--- config.mk ---
export PLATFORM = sky130hd
export DESIGN_NAME = vfu_top
export DESIGN_NICKNAME = d
export VERILOG_FILES = /design/src/verilog/vfu_cfg_pkg.sv /design/src/verilog/vfu_isa_pkg.sv /design/src/verilog/vfu_if.sv /design/src/verilog/vfu_op_queue.sv /design/src/verilog/vfu_sequencer.sv /design/src/verilog/vfu_operand_stage.sv /design/src/verilog/vfu_lane.sv /design/src/verilog/vfu_writeback.sv /design/src/verilog/vfu_top.sv
export SDC_FILE = /design/constraint.sdc
export NUM_CORES = 1
export LEC_CHECK = 0
export ABC_AREA = 1
export BUFFER_PORTS_ARGS = -buffer_cell sky130_fd_sc_hd__buf_4
export CAP_MARGIN = 25
export CORE_MARGIN = 4
export CORE_UTILIZATION = 54
export CTS_CLUSTER_DIAMETER = 50
export DETAILED_ROUTE_END_ITERATION = 7
export PLACE_DENSITY = 0.83
export SLEW_MARGIN = 20
export SYNTH_ARGS = -nofsm -noshare
export SYNTH_HDL_FRONTEND = slang
export SYNTH_SLANG_ARGS = --single-unit
--- constraint.sdc ---
create_clock -name clk_i -period 6.85 [get_ports clk_i]
set_input_delay 0 -clock clk_i [delete_from_list [all_inputs] [get_ports clk_i]]
set_output_delay 0 -clock clk_i [all_outputs]
set_load 0.02 [all_outputs]
--- src/verilog/vfu_cfg_pkg.sv ---
/*
 * Size constants of the vector functional unit
 * Lane count, lane and register-file word widths, address and id widths
 */

package vfu_cfg_pkg;

  // Lanes and lane word
  localparam int unsigned N_LANES = 2;
  localparam int unsigned ELEN    = 32;
  localparam int unsigned ELENB   = ELEN / 8;

  // One register-file word spans all lanes
  localparam int unsigned VRF_WORD_W     = N_LANES * ELEN;
  localparam int unsigned VRF_BE_W       = VRF_WORD_W / 8;
  localparam int unsigned WORDS_PER_VREG = 4;

  // Register number and word address
  localparam int unsigned VREG_IDX_W  = 5;
  localparam int unsigned VREG_ADDR_W = VREG_IDX_W + $clog2(WORDS_PER_VREG);

  // Vector length in elements, up to 32
  localparam int unsigned VL_W = 6;
  localparam int unsigned ID_W = 2;

endpackage : vfu_cfg_pkg

--- src/verilog/vfu_isa_pkg.sv ---
/*
 * Operation encodings of the vector functional unit
 * Element widths, integer operations, lane word views, pipeline tag
 */

package vfu_isa_pkg;

  // Selected element width
  typedef enum logic [1:0] {
    EW_8  = 2'd0,
    EW_16 = 2'd1,
    EW_32 = 2'd2
  } vew_e;

  // Integer operations of the lanes
  typedef enum logic [2:0] {
    VADD = 3'd0,
    VSUB = 3'd1,
    VAND = 3'd2,
    VOR  = 3'd3,
    VXOR = 3'd4
  } vfu_op_e;

  // One lane word, split by element width
  typedef union packed {
    logic [vfu_cfg_pkg::ELENB-1:0][7:0]    b;
    logic [vfu_cfg_pkg::ELENB/2-1:0][15:0] h;
    logic [vfu_cfg_pkg::ELEN-1:0]          w;
  } lane_word_u;

  // Travels with each word from issue to write-back
  typedef struct packed {
    logic [vfu_cfg_pkg::ID_W-1:0]        id;
    logic [vfu_cfg_pkg::VREG_ADDR_W-1:0] vd_addr;
    logic [vfu_cfg_pkg::VRF_BE_W-1:0]    be;
    logic                                last;
  } vfu_tag_t;

endpackage : vfu_isa_pkg

--- src/verilog/vfu_if.sv ---
/*
 * Internal interfaces of the vector functional unit
 * Issue path from sequencer to operand stage, and lane path to write-back
 */

`timescale 1ns/1ps

interface vfu_issue_if;
  import vfu_cfg_pkg::*;
  import vfu_isa_pkg::*;

  logic            valid;
  vfu_op_e         op;
  vew_e            vsew;
  logic            use_vs1;
  logic [ELEN-1:0] rs1;
  vfu_tag_t        tag;

  modport master (output valid, op, vsew, use_vs1, rs1, tag);
  modport slave  (input  valid, op, vsew, use_vs1, rs1, tag);
endinterface : vfu_issue_if

interface vfu_lane_if;
  import vfu_cfg_pkg::*;
  import vfu_isa_pkg::*;

  // Operands, one register-file word wide
  logic                  valid;
  vfu_op_e               op;
  vew_e                  vsew;
  logic [VRF_WORD_W-1:0] op1;
  logic [VRF_WORD_W-1:0] op2;
  vfu_tag_t              tag;

  // Results, each lane fills its own slice
  logic [VRF_WORD_W-1:0] result;
  logic [N_LANES-1:0]    res_valid;
  vfu_tag_t              res_tag;

  modport source (output valid, op, vsew, op1, op2, tag);
  modport lane   (input  valid, op, vsew, op1, op2, tag, output result, res_valid, res_tag);
  modport sink   (input  result, res_valid, res_tag);
endinterface : vfu_lane_if

--- src/verilog/vfu_op_queue.sv ---
/*
 * Two-entry request queue in spill-register style
 * Head entry is offered to the sequencer, spill entry catches one more
 */

`timescale 1ns/1ps

module vfu_op_queue (
  input  logic                                   clk_i,
  input  logic                                   arst_n_i,
  input  logic                                   req_valid_i,
  output logic                                   req_ready_o,
  input  logic [vfu_cfg_pkg::ID_W-1:0]           req_id_i,
  input  vfu_isa_pkg::vfu_op_e                   req_op_i,
  input  vfu_isa_pkg::vew_e                      req_vsew_i,
  input  logic [vfu_cfg_pkg::VL_W-1:0]           req_vl_i,
  input  logic [vfu_cfg_pkg::VREG_IDX_W-1:0]     req_vs1_i,
  input  logic [vfu_cfg_pkg::VREG_IDX_W-1:0]     req_vs2_i,
  input  logic [vfu_cfg_pkg::VREG_IDX_W-1:0]     req_vd_i,
  input  logic                                   req_use_vs1_i,
  input  logic [vfu_cfg_pkg::ELEN-1:0]           req_rs1_i,
  output logic                                   deq_valid_o,
  input  logic                                   deq_i,
  output logic [vfu_cfg_pkg::ID_W-1:0]           deq_id_o,
  output vfu_isa_pkg::vfu_op_e                   deq_op_o,
  output vfu_isa_pkg::vew_e                      deq_vsew_o,
  output logic [vfu_cfg_pkg::VL_W-1:0]           deq_vl_o,
  output logic [vfu_cfg_pkg::VREG_IDX_W-1:0]     deq_vs1_o,
  output logic [vfu_cfg_pkg::VREG_IDX_W-1:0]     deq_vs2_o,
  output logic [vfu_cfg_pkg::VREG_IDX_W-1:0]     deq_vd_o,
  output logic                                   deq_use_vs1_o,
  output logic [vfu_cfg_pkg::ELEN-1:0]           deq_rs1_o
);
  import vfu_cfg_pkg::*;
  import vfu_isa_pkg::*;

  // All request fields in one word, use_vs1 is the extra bit
  logic [ID_W+$bits(vfu_op_e)+$bits(vew_e)+VL_W+3*VREG_IDX_W+ELEN:0] req_in, head_q, spill_q;
  logic [$bits(vfu_op_e)-1:0] head_op;
  logic [$bits(vew_e)-1:0]    head_ew;
  logic                       head_vld_q;
  logic                       spill_vld_q;
  logic                       push;
  logic                       load_head;

  assign req_in = {req_id_i, req_op_i, req_vsew_i, req_vl_i, req_vs1_i, req_vs2_i, req_vd_i,
                   req_use_vs1_i, req_rs1_i};

  assign req_ready_o = !spill_vld_q;
  assign push        = req_valid_i && req_ready_o;
  // Head is free or being popped
  assign load_head   = deq_i || !head_vld_q;

  always_ff @(posedge clk_i or negedge arst_n_i) begin
    if (!arst_n_i) begin
      head_vld_q  <= 1'b0;
      spill_vld_q <= 1'b0;
    end else if (load_head) begin
      head_vld_q  <= spill_vld_q || push;
      spill_vld_q <= 1'b0;
    end else if (push) begin
      spill_vld_q <= 1'b1;
    end
  end

  always_ff @(posedge clk_i) begin
    if (load_head) begin
      head_q <= spill_vld_q ? spill_q : req_in;
    end else if (push) begin
      spill_q <= req_in;
    end
  end

  assign {deq_id_o, head_op, head_ew, deq_vl_o, deq_vs1_o, deq_vs2_o, deq_vd_o,
          deq_use_vs1_o, deq_rs1_o} = head_q;
  assign deq_op_o    = vfu_op_e'(head_op);
  assign deq_vsew_o  = vew_e'(head_ew);
  assign deq_valid_o = head_vld_q;

endmodule : vfu_op_queue

--- src/verilog/vfu_sequencer.sv ---
/*
 * Word sequencer of the vector functional unit
 * Element counting, register-file addresses, byte enables and tags
 */

`timescale 1ns/1ps

module vfu_sequencer (
  input  logic                                     clk_i,
  input  logic                                     arst_n_i,
  input  logic                                     deq_valid_i,
  output logic                                     deq_o,
  input  logic [vfu_cfg_pkg::ID_W-1:0]             deq_id_i,
  input  vfu_isa_pkg::vfu_op_e                     deq_op_i,
  input  vfu_isa_pkg::vew_e                        deq_vsew_i,
  input  logic [vfu_cfg_pkg::VL_W-1:0]             deq_vl_i,
  input  logic [vfu_cfg_pkg::VREG_IDX_W-1:0]       deq_vs1_i,
  input  logic [vfu_cfg_pkg::VREG_IDX_W-1:0]       deq_vs2_i,
  input  logic [vfu_cfg_pkg::VREG_IDX_W-1:0]       deq_vd_i,
  input  logic                                     deq_use_vs1_i,
  input  logic [vfu_cfg_pkg::ELEN-1:0]             deq_rs1_i,
  output logic [1:0][vfu_cfg_pkg::VREG_ADDR_W-1:0] vrf_raddr_o,
  output logic [1:0]                               vrf_re_o,
  vfu_issue_if.master                              issue
);
  import vfu_cfg_pkg::*;
  import vfu_isa_pkg::*;

  logic [VL_W-1:0]        elem_q;
  logic [VREG_ADDR_W-1:0] word_q;
  logic [3:0]             epw;
  logic [VL_W-1:0]        remaining;
  logic [3:0]             nbytes;
  logic                   last;
  logic [VREG_ADDR_W-1:0] vs1_addr;
  logic [VREG_ADDR_W-1:0] vs2_addr;
  logic [VREG_ADDR_W-1:0] vd_addr;
  logic [VRF_BE_W-1:0]    be;

  ////////////////////////////////////////////////////////////////////////////
  // Current word

  always_comb begin
    // Elements per word: 8, 4 or 2
    epw       = 4'(N_LANES * (ELENB >> deq_vsew_i));
    remaining = deq_vl_i - elem_q;
    last      = remaining <= VL_W'(epw);
    // Partial last word keeps only the bytes of live elements
    nbytes    = 4'((last ? remaining : VL_W'(epw)) << deq_vsew_i);
    be        = ~({VRF_BE_W{1'b1}} << nbytes);
  end

  assign vs2_addr = VREG_ADDR_W'(deq_vs2_i * WORDS_PER_VREG) + word_q;
  assign vs1_addr = VREG_ADDR_W'(deq_vs1_i * WORDS_PER_VREG) + word_q;
  assign vd_addr  = VREG_ADDR_W'(deq_vd_i * WORDS_PER_VREG) + word_q;

  // Pop with the last word, the next head issues right after
  assign deq_o = deq_valid_i && last;

  ////////////////////////////////////////////////////////////////////////////
  // Issue registers

  always_ff @(posedge clk_i or negedge arst_n_i) begin
    if (!arst_n_i) begin
      elem_q      <= '0;
      word_q      <= '0;
      vrf_re_o    <= '0;
      issue.valid <= 1'b0;
    end else begin
      vrf_re_o    <= deq_valid_i ? {deq_use_vs1_i, 1'b1} : 2'b00;
      issue.valid <= deq_valid_i;
      if (deq_valid_i) begin
        elem_q <= last ? '0 : elem_q + VL_W'(epw);
        word_q <= last ? '0 : word_q + 1'b1;
      end
    end
  end

  always_ff @(posedge clk_i) begin
    if (deq_valid_i) begin
      vrf_raddr_o[0] <= vs2_addr;
      vrf_raddr_o[1] <= vs1_addr;
      issue.op       <= deq_op_i;
      issue.vsew     <= deq_vsew_i;
      issue.use_vs1  <= deq_use_vs1_i;
      issue.rs1      <= deq_rs1_i;
      issue.tag      <= '{id: deq_id_i, vd_addr: vd_addr, be: be, last: last};
    end
  end

endmodule : vfu_sequencer

--- src/verilog/vfu_operand_stage.sv ---
/*
 * Operand stage, lines up issue info with register-file read data
 * and replicates the scalar operand to the element width
 */

`timescale 1ns/1ps

module vfu_operand_stage (
  input  logic                                    clk_i,
  input  logic                                    arst_n_i,
  input  logic [1:0][vfu_cfg_pkg::VRF_WORD_W-1:0] vrf_rdata_i,
  vfu_issue_if.slave                              issue,
  vfu_lane_if.source                              lane
);
  import vfu_cfg_pkg::*;
  import vfu_isa_pkg::*;

  logic            valid_q;
  vfu_op_e         op_q;
  vew_e            vsew_q;
  logic            use_vs1_q;
  logic [ELEN-1:0] rs1_q;
  vfu_tag_t        tag_q;
  lane_word_u      scalar;

  // Read data arrives one cycle after issue
  always_ff @(posedge clk_i or negedge arst_n_i) begin
    if (!arst_n_i) begin
      valid_q <= 1'b0;
    end else begin
      valid_q <= issue.valid;
    end
  end

  always_ff @(posedge clk_i) begin
    if (issue.valid) begin
      op_q      <= issue.op;
      vsew_q    <= issue.vsew;
      use_vs1_q <= issue.use_vs1;
      rs1_q     <= issue.rs1;
      tag_q     <= issue.tag;
    end
  end

  // Truncate rs1 and fill one lane word
  always_comb begin
    scalar.w = rs1_q;
    unique case (vsew_q)
      EW_8:    scalar.b = {ELENB{rs1_q[7:0]}};
      EW_16:   scalar.h = {(ELENB/2){rs1_q[15:0]}};
      default: ;
    endcase
  end

  assign lane.valid = valid_q;
  assign lane.op    = op_q;
  assign lane.vsew  = vsew_q;
  assign lane.tag   = tag_q;
  assign lane.op2   = vrf_rdata_i[0];
  assign lane.op1   = use_vs1_q ? vrf_rdata_i[1] : {N_LANES{scalar.w}};

endmodule : vfu_operand_stage

--- src/verilog/vfu_lane.sv ---
/*
 * One SIMD integer lane, two register stages
 * ADD, SUB, AND, OR, XOR on 8, 16 or 32 bit elements
 */

`timescale 1ns/1ps

module vfu_lane #(
  parameter int unsigned LANE = 0
) (
  input  logic     clk_i,
  input  logic     arst_n_i,
  vfu_lane_if.lane lane
);
  import vfu_cfg_pkg::*;
  import vfu_isa_pkg::*;

  logic       valid_s1;
  logic       valid_s2;
  vfu_op_e    op_s1;
  vew_e       vsew_s1;
  lane_word_u a_s1;
  lane_word_u b_s1;
  lane_word_u res_d;
  lane_word_u res_s2;

  // Operands zero-extended, caller truncates to the element
  function automatic logic [ELEN-1:0] alu(vfu_op_e op, logic [ELEN-1:0] x, logic [ELEN-1:0] y);
    unique case (op)
      VADD:    return x + y;
      VSUB:    return x - y;
      VAND:    return x & y;
      VOR:     return x | y;
      default: return x ^ y;
    endcase
  endfunction

  always_ff @(posedge clk_i or negedge arst_n_i) begin
    if (!arst_n_i) begin
      valid_s1 <= 1'b0;
      valid_s2 <= 1'b0;
    end else begin
      valid_s1 <= lane.valid;
      valid_s2 <= valid_s1;
    end
  end

  always_ff @(posedge clk_i) begin
    if (lane.valid) begin
      op_s1   <= lane.op;
      vsew_s1 <= lane.vsew;
      a_s1    <= lane.op2[LANE*ELEN +: ELEN];
      b_s1    <= lane.op1[LANE*ELEN +: ELEN];
    end
    if (valid_s1) begin
      res_s2 <= res_d;
    end
  end

  // Each element on its own, no carry across element borders
  always_comb begin
    res_d.w = alu(op_s1, a_s1.w, b_s1.w);
    unique case (vsew_s1)
      EW_8: begin
        for (int i = 0; i < ELENB; i++) begin
          res_d.b[i] = 8'(alu(op_s1, ELEN'(a_s1.b[i]), ELEN'(b_s1.b[i])));
        end
      end
      EW_16: begin
        for (int i = 0; i < ELENB / 2; i++) begin
          res_d.h[i] = 16'(alu(op_s1, ELEN'(a_s1.h[i]), ELEN'(b_s1.h[i])));
        end
      end
      default: ;
    endcase
  end

  assign lane.result[LANE*ELEN +: ELEN] = res_s2;
  assign lane.res_valid[LANE]           = valid_s2;

  // Only lane 0 carries the tag
  if (LANE == 0) begin : g_tag
    vfu_tag_t tag_s1;
    vfu_tag_t tag_s2;

    always_ff @(posedge clk_i) begin
      tag_s1 <= lane.tag;
      tag_s2 <= tag_s1;
    end

    assign lane.res_tag = tag_s2;
  end

endmodule : vfu_lane

--- src/verilog/vfu_writeback.sv ---
/*
 * Register-file write and completion response
 */

`timescale 1ns/1ps

module vfu_writeback (
  vfu_lane_if.sink                              lane,
  output logic [vfu_cfg_pkg::VREG_ADDR_W-1:0]   vrf_waddr_o,
  output logic [vfu_cfg_pkg::VRF_WORD_W-1:0]    vrf_wdata_o,
  output logic                                  vrf_we_o,
  output logic [vfu_cfg_pkg::VRF_BE_W-1:0]      vrf_wbe_o,
  output logic                                  rsp_valid_o,
  output logic [vfu_cfg_pkg::ID_W-1:0]          rsp_id_o
);

  // Write once every lane holds its result
  assign vrf_we_o    = &lane.res_valid;
  assign vrf_wdata_o = lane.result;
  assign vrf_waddr_o = lane.res_tag.vd_addr;
  assign vrf_wbe_o   = lane.res_tag.be;

  // Instruction done with its last word
  assign rsp_valid_o = vrf_we_o && lane.res_tag.last;
  assign rsp_id_o    = lane.res_tag.id;

endmodule : vfu_writeback

--- src/verilog/vfu_top.sv ---
/*
 * Vector functional unit top level
 * Request queue, sequencer, operand stage, lanes and write-back
 */

`timescale 1ns/1ps

module vfu_top (
  input  logic                                     clk_i,
  input  logic                                     arst_n_i,
  input  logic                                     req_valid_i,
  output logic                                     req_ready_o,
  input  logic [vfu_cfg_pkg::ID_W-1:0]             req_id_i,
  input  vfu_isa_pkg::vfu_op_e                     req_op_i,
  input  vfu_isa_pkg::vew_e                        req_vsew_i,
  input  logic [vfu_cfg_pkg::VL_W-1:0]             req_vl_i,
  input  logic [vfu_cfg_pkg::VREG_IDX_W-1:0]       req_vs1_i,
  input  logic [vfu_cfg_pkg::VREG_IDX_W-1:0]       req_vs2_i,
  input  logic [vfu_cfg_pkg::VREG_IDX_W-1:0]       req_vd_i,
  input  logic                                     req_use_vs1_i,
  input  logic [vfu_cfg_pkg::ELEN-1:0]             req_rs1_i,
  output logic [1:0][vfu_cfg_pkg::VREG_ADDR_W-1:0] vrf_raddr_o,
  output logic [1:0]                               vrf_re_o,
  input  logic [1:0][vfu_cfg_pkg::VRF_WORD_W-1:0]  vrf_rdata_i,
  output logic [vfu_cfg_pkg::VREG_ADDR_W-1:0]      vrf_waddr_o,
  output logic [vfu_cfg_pkg::VRF_WORD_W-1:0]       vrf_wdata_o,
  output logic                                     vrf_we_o,
  output logic [vfu_cfg_pkg::VRF_BE_W-1:0]         vrf_wbe_o,
  output logic                                     rsp_valid_o,
  output logic [vfu_cfg_pkg::ID_W-1:0]             rsp_id_o
);
  import vfu_cfg_pkg::*;
  import vfu_isa_pkg::*;

  // Queue head
  logic                  deq_valid;
  logic                  deq;
  logic [ID_W-1:0]       deq_id;
  vfu_op_e               deq_op;
  vew_e                  deq_vsew;
  logic [VL_W-1:0]       deq_vl;
  logic [VREG_IDX_W-1:0] deq_vs1;
  logic [VREG_IDX_W-1:0] deq_vs2;
  logic [VREG_IDX_W-1:0] deq_vd;
  logic                  deq_use_vs1;
  logic [ELEN-1:0]       deq_rs1;

  vfu_issue_if issue_if ();
  vfu_lane_if  lane_if ();

  ////////////////////////////////////////////////////////////////////////////
  // Front end

  vfu_op_queue op_queue_inst (
    .clk_i         (clk_i),
    .arst_n_i      (arst_n_i),
    .req_valid_i   (req_valid_i),
    .req_ready_o   (req_ready_o),
    .req_id_i      (req_id_i),
    .req_op_i      (req_op_i),
    .req_vsew_i    (req_vsew_i),
    .req_vl_i      (req_vl_i),
    .req_vs1_i     (req_vs1_i),
    .req_vs2_i     (req_vs2_i),
    .req_vd_i      (req_vd_i),
    .req_use_vs1_i (req_use_vs1_i),
    .req_rs1_i     (req_rs1_i),
    .deq_valid_o   (deq_valid),
    .deq_i         (deq),
    .deq_id_o      (deq_id),
    .deq_op_o      (deq_op),
    .deq_vsew_o    (deq_vsew),
    .deq_vl_o      (deq_vl),
    .deq_vs1_o     (deq_vs1),
    .deq_vs2_o     (deq_vs2),
    .deq_vd_o      (deq_vd),
    .deq_use_vs1_o (deq_use_vs1),
    .deq_rs1_o     (deq_rs1)
  );

  vfu_sequencer sequencer_inst (
    .clk_i         (clk_i),
    .arst_n_i      (arst_n_i),
    .deq_valid_i   (deq_valid),
    .deq_o         (deq),
    .deq_id_i      (deq_id),
    .deq_op_i      (deq_op),
    .deq_vsew_i    (deq_vsew),
    .deq_vl_i      (deq_vl),
    .deq_vs1_i     (deq_vs1),
    .deq_vs2_i     (deq_vs2),
    .deq_vd_i      (deq_vd),
    .deq_use_vs1_i (deq_use_vs1),
    .deq_rs1_i     (deq_rs1),
    .vrf_raddr_o   (vrf_raddr_o),
    .vrf_re_o      (vrf_re_o),
    .issue         (issue_if.master)
  );

  ////////////////////////////////////////////////////////////////////////////
  // Datapath

  vfu_operand_stage operand_stage_inst (
    .clk_i       (clk_i),
    .arst_n_i    (arst_n_i),
    .vrf_rdata_i (vrf_rdata_i),
    .issue       (issue_if.slave),
    .lane        (lane_if.source)
  );

  for (genvar l = 0; l < N_LANES; l++) begin : g_lane
    vfu_lane #(
      .LANE (l)
    ) lane_inst (
      .clk_i    (clk_i),
      .arst_n_i (arst_n_i),
      .lane     (lane_if.lane)
    );
  end

  vfu_writeback writeback_inst (
    .lane        (lane_if.sink),
    .vrf_waddr_o (vrf_waddr_o),
    .vrf_wdata_o (vrf_wdata_o),
    .vrf_we_o    (vrf_we_o),
    .vrf_wbe_o   (vrf_wbe_o),
    .rsp_valid_o (rsp_valid_o),
    .rsp_id_o    (rsp_id_o)
  );

endmodule : vfu_top

==> results of run 1 <==
[final timing paths]
check | from | end | slack (ns) | cells after the start
setup / recovery | g_lane[0].lane_inst.op_s1[1] | g_lane[1].lane_inst.res_s2[25] | 2.35 | 22
hold / removal | req_vd_i[1] | op_queue_inst.spill_q[34] | 0.07 | 2
setup reg to reg | g_lane[0].lane_inst.op_s1[1] | g_lane[1].lane_inst.res_s2[25] | 2.35 | 22
hold reg to reg | g_lane[0].lane_inst.g_tag.tag_s1[6] | g_lane[0].lane_inst.lane.res_tag[6] | 0.33 | 0
max in group asynchronous | arst_n_i | operand_stage_inst.lane.valid | 5.55 | 3
min in group asynchronous | arst_n_i | sequencer_inst.elem_q[5] | 0.60 | 3
[per-stage QoR]
stage	area, um2	hold WS (ns)	worst slack (ns)
floorplan	32300	-0.296	0.477
global placement	35000	-0.100	2.52
detailed placement	35000	-0.101	2.46
CTS	38900	0.0371	2.42
global route	39000	0.0595	2.00
finish	39000	0.0704	2.35
[routing by layer]
metal | vias to the layer above | routed length [um] | GRT usage
met4 | 6 | 4900 | 0.137
met3 | 311 | 10200 | 0.0637
met1 | 13242 | 41500 | 0.419
met5 | - | 23 | 0
li1 | 13612 | - | -
met2 | 1500 | 48900 | 0.535
[layout make-up]
type,instances,area (um2)
antenna,5,12.5
clock buffer,70,1530
clock inverter,37,498
fill,4537,20200
inverter,551,2070
multi-input combinational,2743,15200
sequential,496,14400
tap,773,967
timing repair buffer,503,4260
[cell usage in the layout, fill, tap and decap left out, drive strengths merged, types with 36 or more instances in the layout]
cell            n
dfxtp          36
o21ai         173
clkbuf         70
a21oi         217
inv           558
dlygate4sd3   192
nor2          335
nand3         211
xor2          127
nand2        1199
buf           311
ha            279
edfxtp        441
[worst max-delay path, stage by stage, from the launching register on]
cell and delay [ns]:
edfxtp_1 0.35, buf_4 0.22, nor2_4 0.17, nand2_8 0.35
inv_2 0.74, a21oi_2 0.11, inv_2 0.16, nand3_2 0.15
inv_2 0.15, nand2_1 0.08, xor2_1 0.14, ha_1 0.34
nand2_1 0.12, nor2_1 0.23, nand3_1 0.16, nor3_1 0.16
nand2_1 0.09, nand2_1 0.07, nand2_1 0.04, nand3_1 0.11
nand2_1 0.07, nand2_1 0.08, nand2_1 0.06
[state kept, by name, summed over array words and instances, names as in the netlist, 5 cells and up]
signal                         flops
g_lane.lane_inst.a_s1             64
g_lane.lane_inst.b_s1             64
g_lane.lane_inst.g_tag.tag_s1     18
g_lane.lane_inst.lane.res_tag     18
g_lane.lane_inst.res_s2           64
op_queue_inst.head_q              61
op_queue_inst.spill_q             61
operand_stage_inst.lane.tag       18
operand_stage_inst.rs1_q          32
sequencer_inst.elem_q              5
sequencer_inst.issue.rs1          32
sequencer_inst.issue.tag          16
sequencer_inst.vrf_raddr_o        12
sequencer_inst.word_q              7
[timing repair]
item / 4_1_cts / 5_1_grt
gates resized for setup: 0 / 0
hold buffers: 192 / 0
hold endpoints to repair: 286 / 0
[logic make-up (layout without fill, tap and decap cells)]
| family | after synthesis | count (layout) | synth area share |
|---|---|---|---|
| flip-flops | 496 | 496 | 0.447 |
| buffers and inverters | 652 | 1161 | 0.0827 |
| XOR/XNOR | 139 | 139 | 0.0379 |
| adder cells (fa/ha/maj) | 292 | 292 | 0.116 |
| AND/OR/NAND/NOR | 1838 | 1838 | 0.233 |
| other | 1 | 6 | 0.000116 |
| AO/OA/AOI/OAI | 473 | 473 | 0.0829 |
[synthesized netlist by cell type, drive strengths merged, types with 28 or more instances]
master / n
nand4: 28
a21oi: 217
nor3: 29
buf: 58
edfxtp: 441
inv: 549
nor2: 335
ha: 279
nand3: 211
xor2: 127
nand2: 1199
o21ai: 173
dfxtp: 36
clkbuf: 43
==> out/qor.yml, run 1 <==
hold_viol_final: 0
violations: "design-rule violations"
ant_nets: 0
synth-seq-area-share: 0.447
stdcell_count: 5178
hp-class: "in2reg"
clk_pin_slew_ns: 0.08
grt_pass1_wl_um: 160000
max-clock-path-buffers: 3
gp_congestion: 1.02
postSynthCellCount: 3891
drv_slew: 0
yosys.area.top_type: "edfxtp_1"
relSlewSlack: 0.287
synth_area_leaders: "edfxtp_1, nand2_1, ha_1"
clkSinkCount: 496
vias_per_cell: 5.54
drtPass1Iterations: 8
cp.required_ns: 7.24
wl_per_cell_um: 20.4
setup_viol: 0
syn_area_um2: 32300
fin_crit_sh: 0.657
clk_latency_ns: 0.65
cts_tree: "done"
drive_gt1_frac: 0.110
worstMarginPinSlew_ns: 1.07
io-pin-count: 292
ys.flop_type: "edfxtp_1"
synthToLayoutAreaGrowth_pct: 20.7
grt_usage: 0.324
cts_made_buffers: 58
first_iter_violations: 2996
grt_overflow: 0
synth_top_cell_area_share: 0.410
path_max_fanout: 81
core_um2: 59100
vias: 28671
die_y_um: 252
arrival_ns: 4.90
synth-seq-cells: 496
rsz0062_at_grt: "false"
ys_async_sr_fraction: 0.0383
placement_rows: 89
drcViolationCount: 2
postLayoutCoreUtil: 0.659
cts_setup_buffers: 0
finalSetupTns_ns: 0
cts_max_level: 2
worst_setup_path_end_kind: "register"
nNetsFinal: 4837
fmax_mhz: 222
start_util: 0.546
dieArea_um2: 63800
finClkSkew_ns: 0.0413
fin_crit_ns: 4.50
run_status: "finished, violations left"
path_class: "reg2reg"
avgSynthCellArea_um2: 8.30
die_w_um: 252
cts_root_buf: "clkbuf_16"
drv_cap: 0
synth_cell_type_count: 63
antenna_found_initial: 5
hpwlAfterDp_um: 74500
wirelength_um: 105000
worstSetupStartpointType: "register"
synth_warnings: 0
grt_pass1_vias: 28119
synth_nets: 4375
dp_cells: 4874
io_buffers: 291
synth_edf_count: 441
grt_max_degree: 82
Power of run 1 is left out: the tool's default activity adds up to more than one toggle a clock period on the data nets, which glitch-free logic cannot reach.
==> inputs of run 2 (changes only) <==
- PLACE_DENSITY: 0.83 -> 0.8
- clock period: 6.85 -> 4.3 ns (I/O delays scaled with it)
==> out/qor.yml, run 2 (synthesized netlist as in run 1, its figures left out) <==
antenna_found_initial: 7
setup_viol: 0
cts_max_level: 3
grt_pass1_vias: 28169
drive_gt1_frac: 0.117
final_common_cell: "nand2_1"
nNetsFinal: 4863
cp-startpoint: "g_lane[1].lane_inst.b_s1[16]"
grt_max_degree: 73
clk_latency_ns: 0.63
wl_per_cell_um: 20.3
io-pin-count: 292
fin_crit_ns: 4.06
clkSinkCount: 496
drv_slew: 0
finalSetupTns_ns: 0
finClkSkew_ns: 0.0469
cts_tree: "done"
dieArea_um2: 63800
hp-start: "vrf_rdata_i[11]"
wirelength_um: 106000
hp-class: "in2reg"
cts_root_buf: "clkbuf_16"
nFillCells: 4679
io_buffers: 291
vias_per_cell: 5.51
seq_area_um2: 14400
hold_viol_final: 0
drv_cap: 0
grt_overflow: 0
path_max_fanout: 5
path_class: "reg2reg"
drcViolationCount: 0
synthToLayoutAreaGrowth_pct: 22.1
ant_nets: 0
run_status: "finished clean"
fmax_mhz: 246
hpwlAfterDp_um: 75900
core_um2: 59100
die_y_um: 252
worst_setup_path_end_kind: "register"
cts_made_buffers: 66
whs_ns: 0.0927
rsz0062_at_grt: "false"
die_w_um: 252
placement_rows: 89
cp.required_ns: 4.69
gp_congestion: 1.01
drtPass1Iterations: 6
fin_crit_sh: 0.944
worstMarginPinSlew_ns: 1.05
worstSetupStartpointType: "register"
reg_top3: "g_lane.lane_inst.a_s1 (64), g_lane.lane_inst.b_s1 (64), g_lane.lane_inst.res_s2 (64)"
layout_common_cells: "nand2_1, inv_1, edfxtp_1, buf_4, nor2_1"
max-clock-path-buffers: 3
relSlewSlack: 0.299
rr_startpoint: "g_lane[1].lane_inst.b_s1[16]"
start_util: 0.546
grt_pass1_wl_um: 161000
grt_usage: 0.329
vias: 28719
arrival_ns: 4.45
first_iter_violations: 2969
multiInputGateArea_um2: 15200
clk_pin_slew_ns: 0.06
-- run 2: cell count changes in the layout (fill, tap and decap cells not counted), sizes merged --
cell      before  now
buf          311  329
clkinv        19   25
clkbuf        70   75
inv          558  563
bufinv         7    4
diode          5    7
clkinvlp       4    5
-- run 2: worst paths after layout --
check                                                  endpoint  slack, ns  depth (start not counted)
min reg2reg                g_lane[0].lane_inst.lane.res_tag[13]       0.32                          0
max in group asynchronous            sequencer_inst.vrf_re_o[0]       3.48                          4
max reg2reg                      g_lane[1].lane_inst.res_s2[26]       0.24                         19
min in group asynchronous              sequencer_inst.word_q[0]       0.36                          3
max                              g_lane[1].lane_inst.res_s2[26]       0.24                         19
min                                g_lane[0].lane_inst.a_s1[11]       0.09                          2
-- run 2: critical path, cell delays in order, from the launching register on --
cell	delay, ns
edfxtp_1	0.49
inv_1	0.24
ha_1	0.23
nand3_2	0.12
o31ai_4	0.33
o21ai_2	0.11
xor2_1	0.26
o21ai_0	0.22
ha_1	0.43
nand2_1	0.13
nor2_1	0.22
nand2_1	0.13
a21oi_1	0.29
nor2_1	0.13
nand2_1	0.08
nand2_1	0.05
nand3_1	0.11
nand3_1	0.11
nand2_1	0.08
nand2_1	0.05
-- run 2: repair_timing --
| item | CTS | global route |
|---|---|---|
| buffers inserted | 0 | 0 |
| endpoints found under the hold margin | 280 | 0 |
| resized for setup | 0 | 0 |
| hold buffers | 192 | 0 |
-- run 2: per-stage QoR --
step / worst slack (ns) / area [um2] / utilization / instances
after global routing: 0.0137 / 39400 / 0.666 / 5211
after CTS: 0.358 / 39400 / 0.666 / 5204
after global placement: 0.401 / 35200 / 0.595 / 4891
final: 0.240 / 39400 / 0.666 / 5212
after detailed placement: 0.386 / 35200 / 0.595 / 4891
after floorplan: -0.293 / 32300 / - / 3891
-- run 2: area by class of cell --
class                           count  area share
Multi-Input combinational cell   2743       0.386
Sequential cell                   496       0.367
Timing Repair Buffer              521       0.112
Inverter                          551      0.0528
Clock buffer                       75      0.0433
Tap cell                          773      0.0245
Clock inverter                     46      0.0144
Antenna cell                        7    0.000445
-- run 2: layer usage --
metal,GRT usage,share of wire
met5,0,0
met4,0.123,0.041
met3,0.0577,0.092
met2,0.549,0.47
met1,0.433,0.40
Power of run 2 is left out for the same reason.
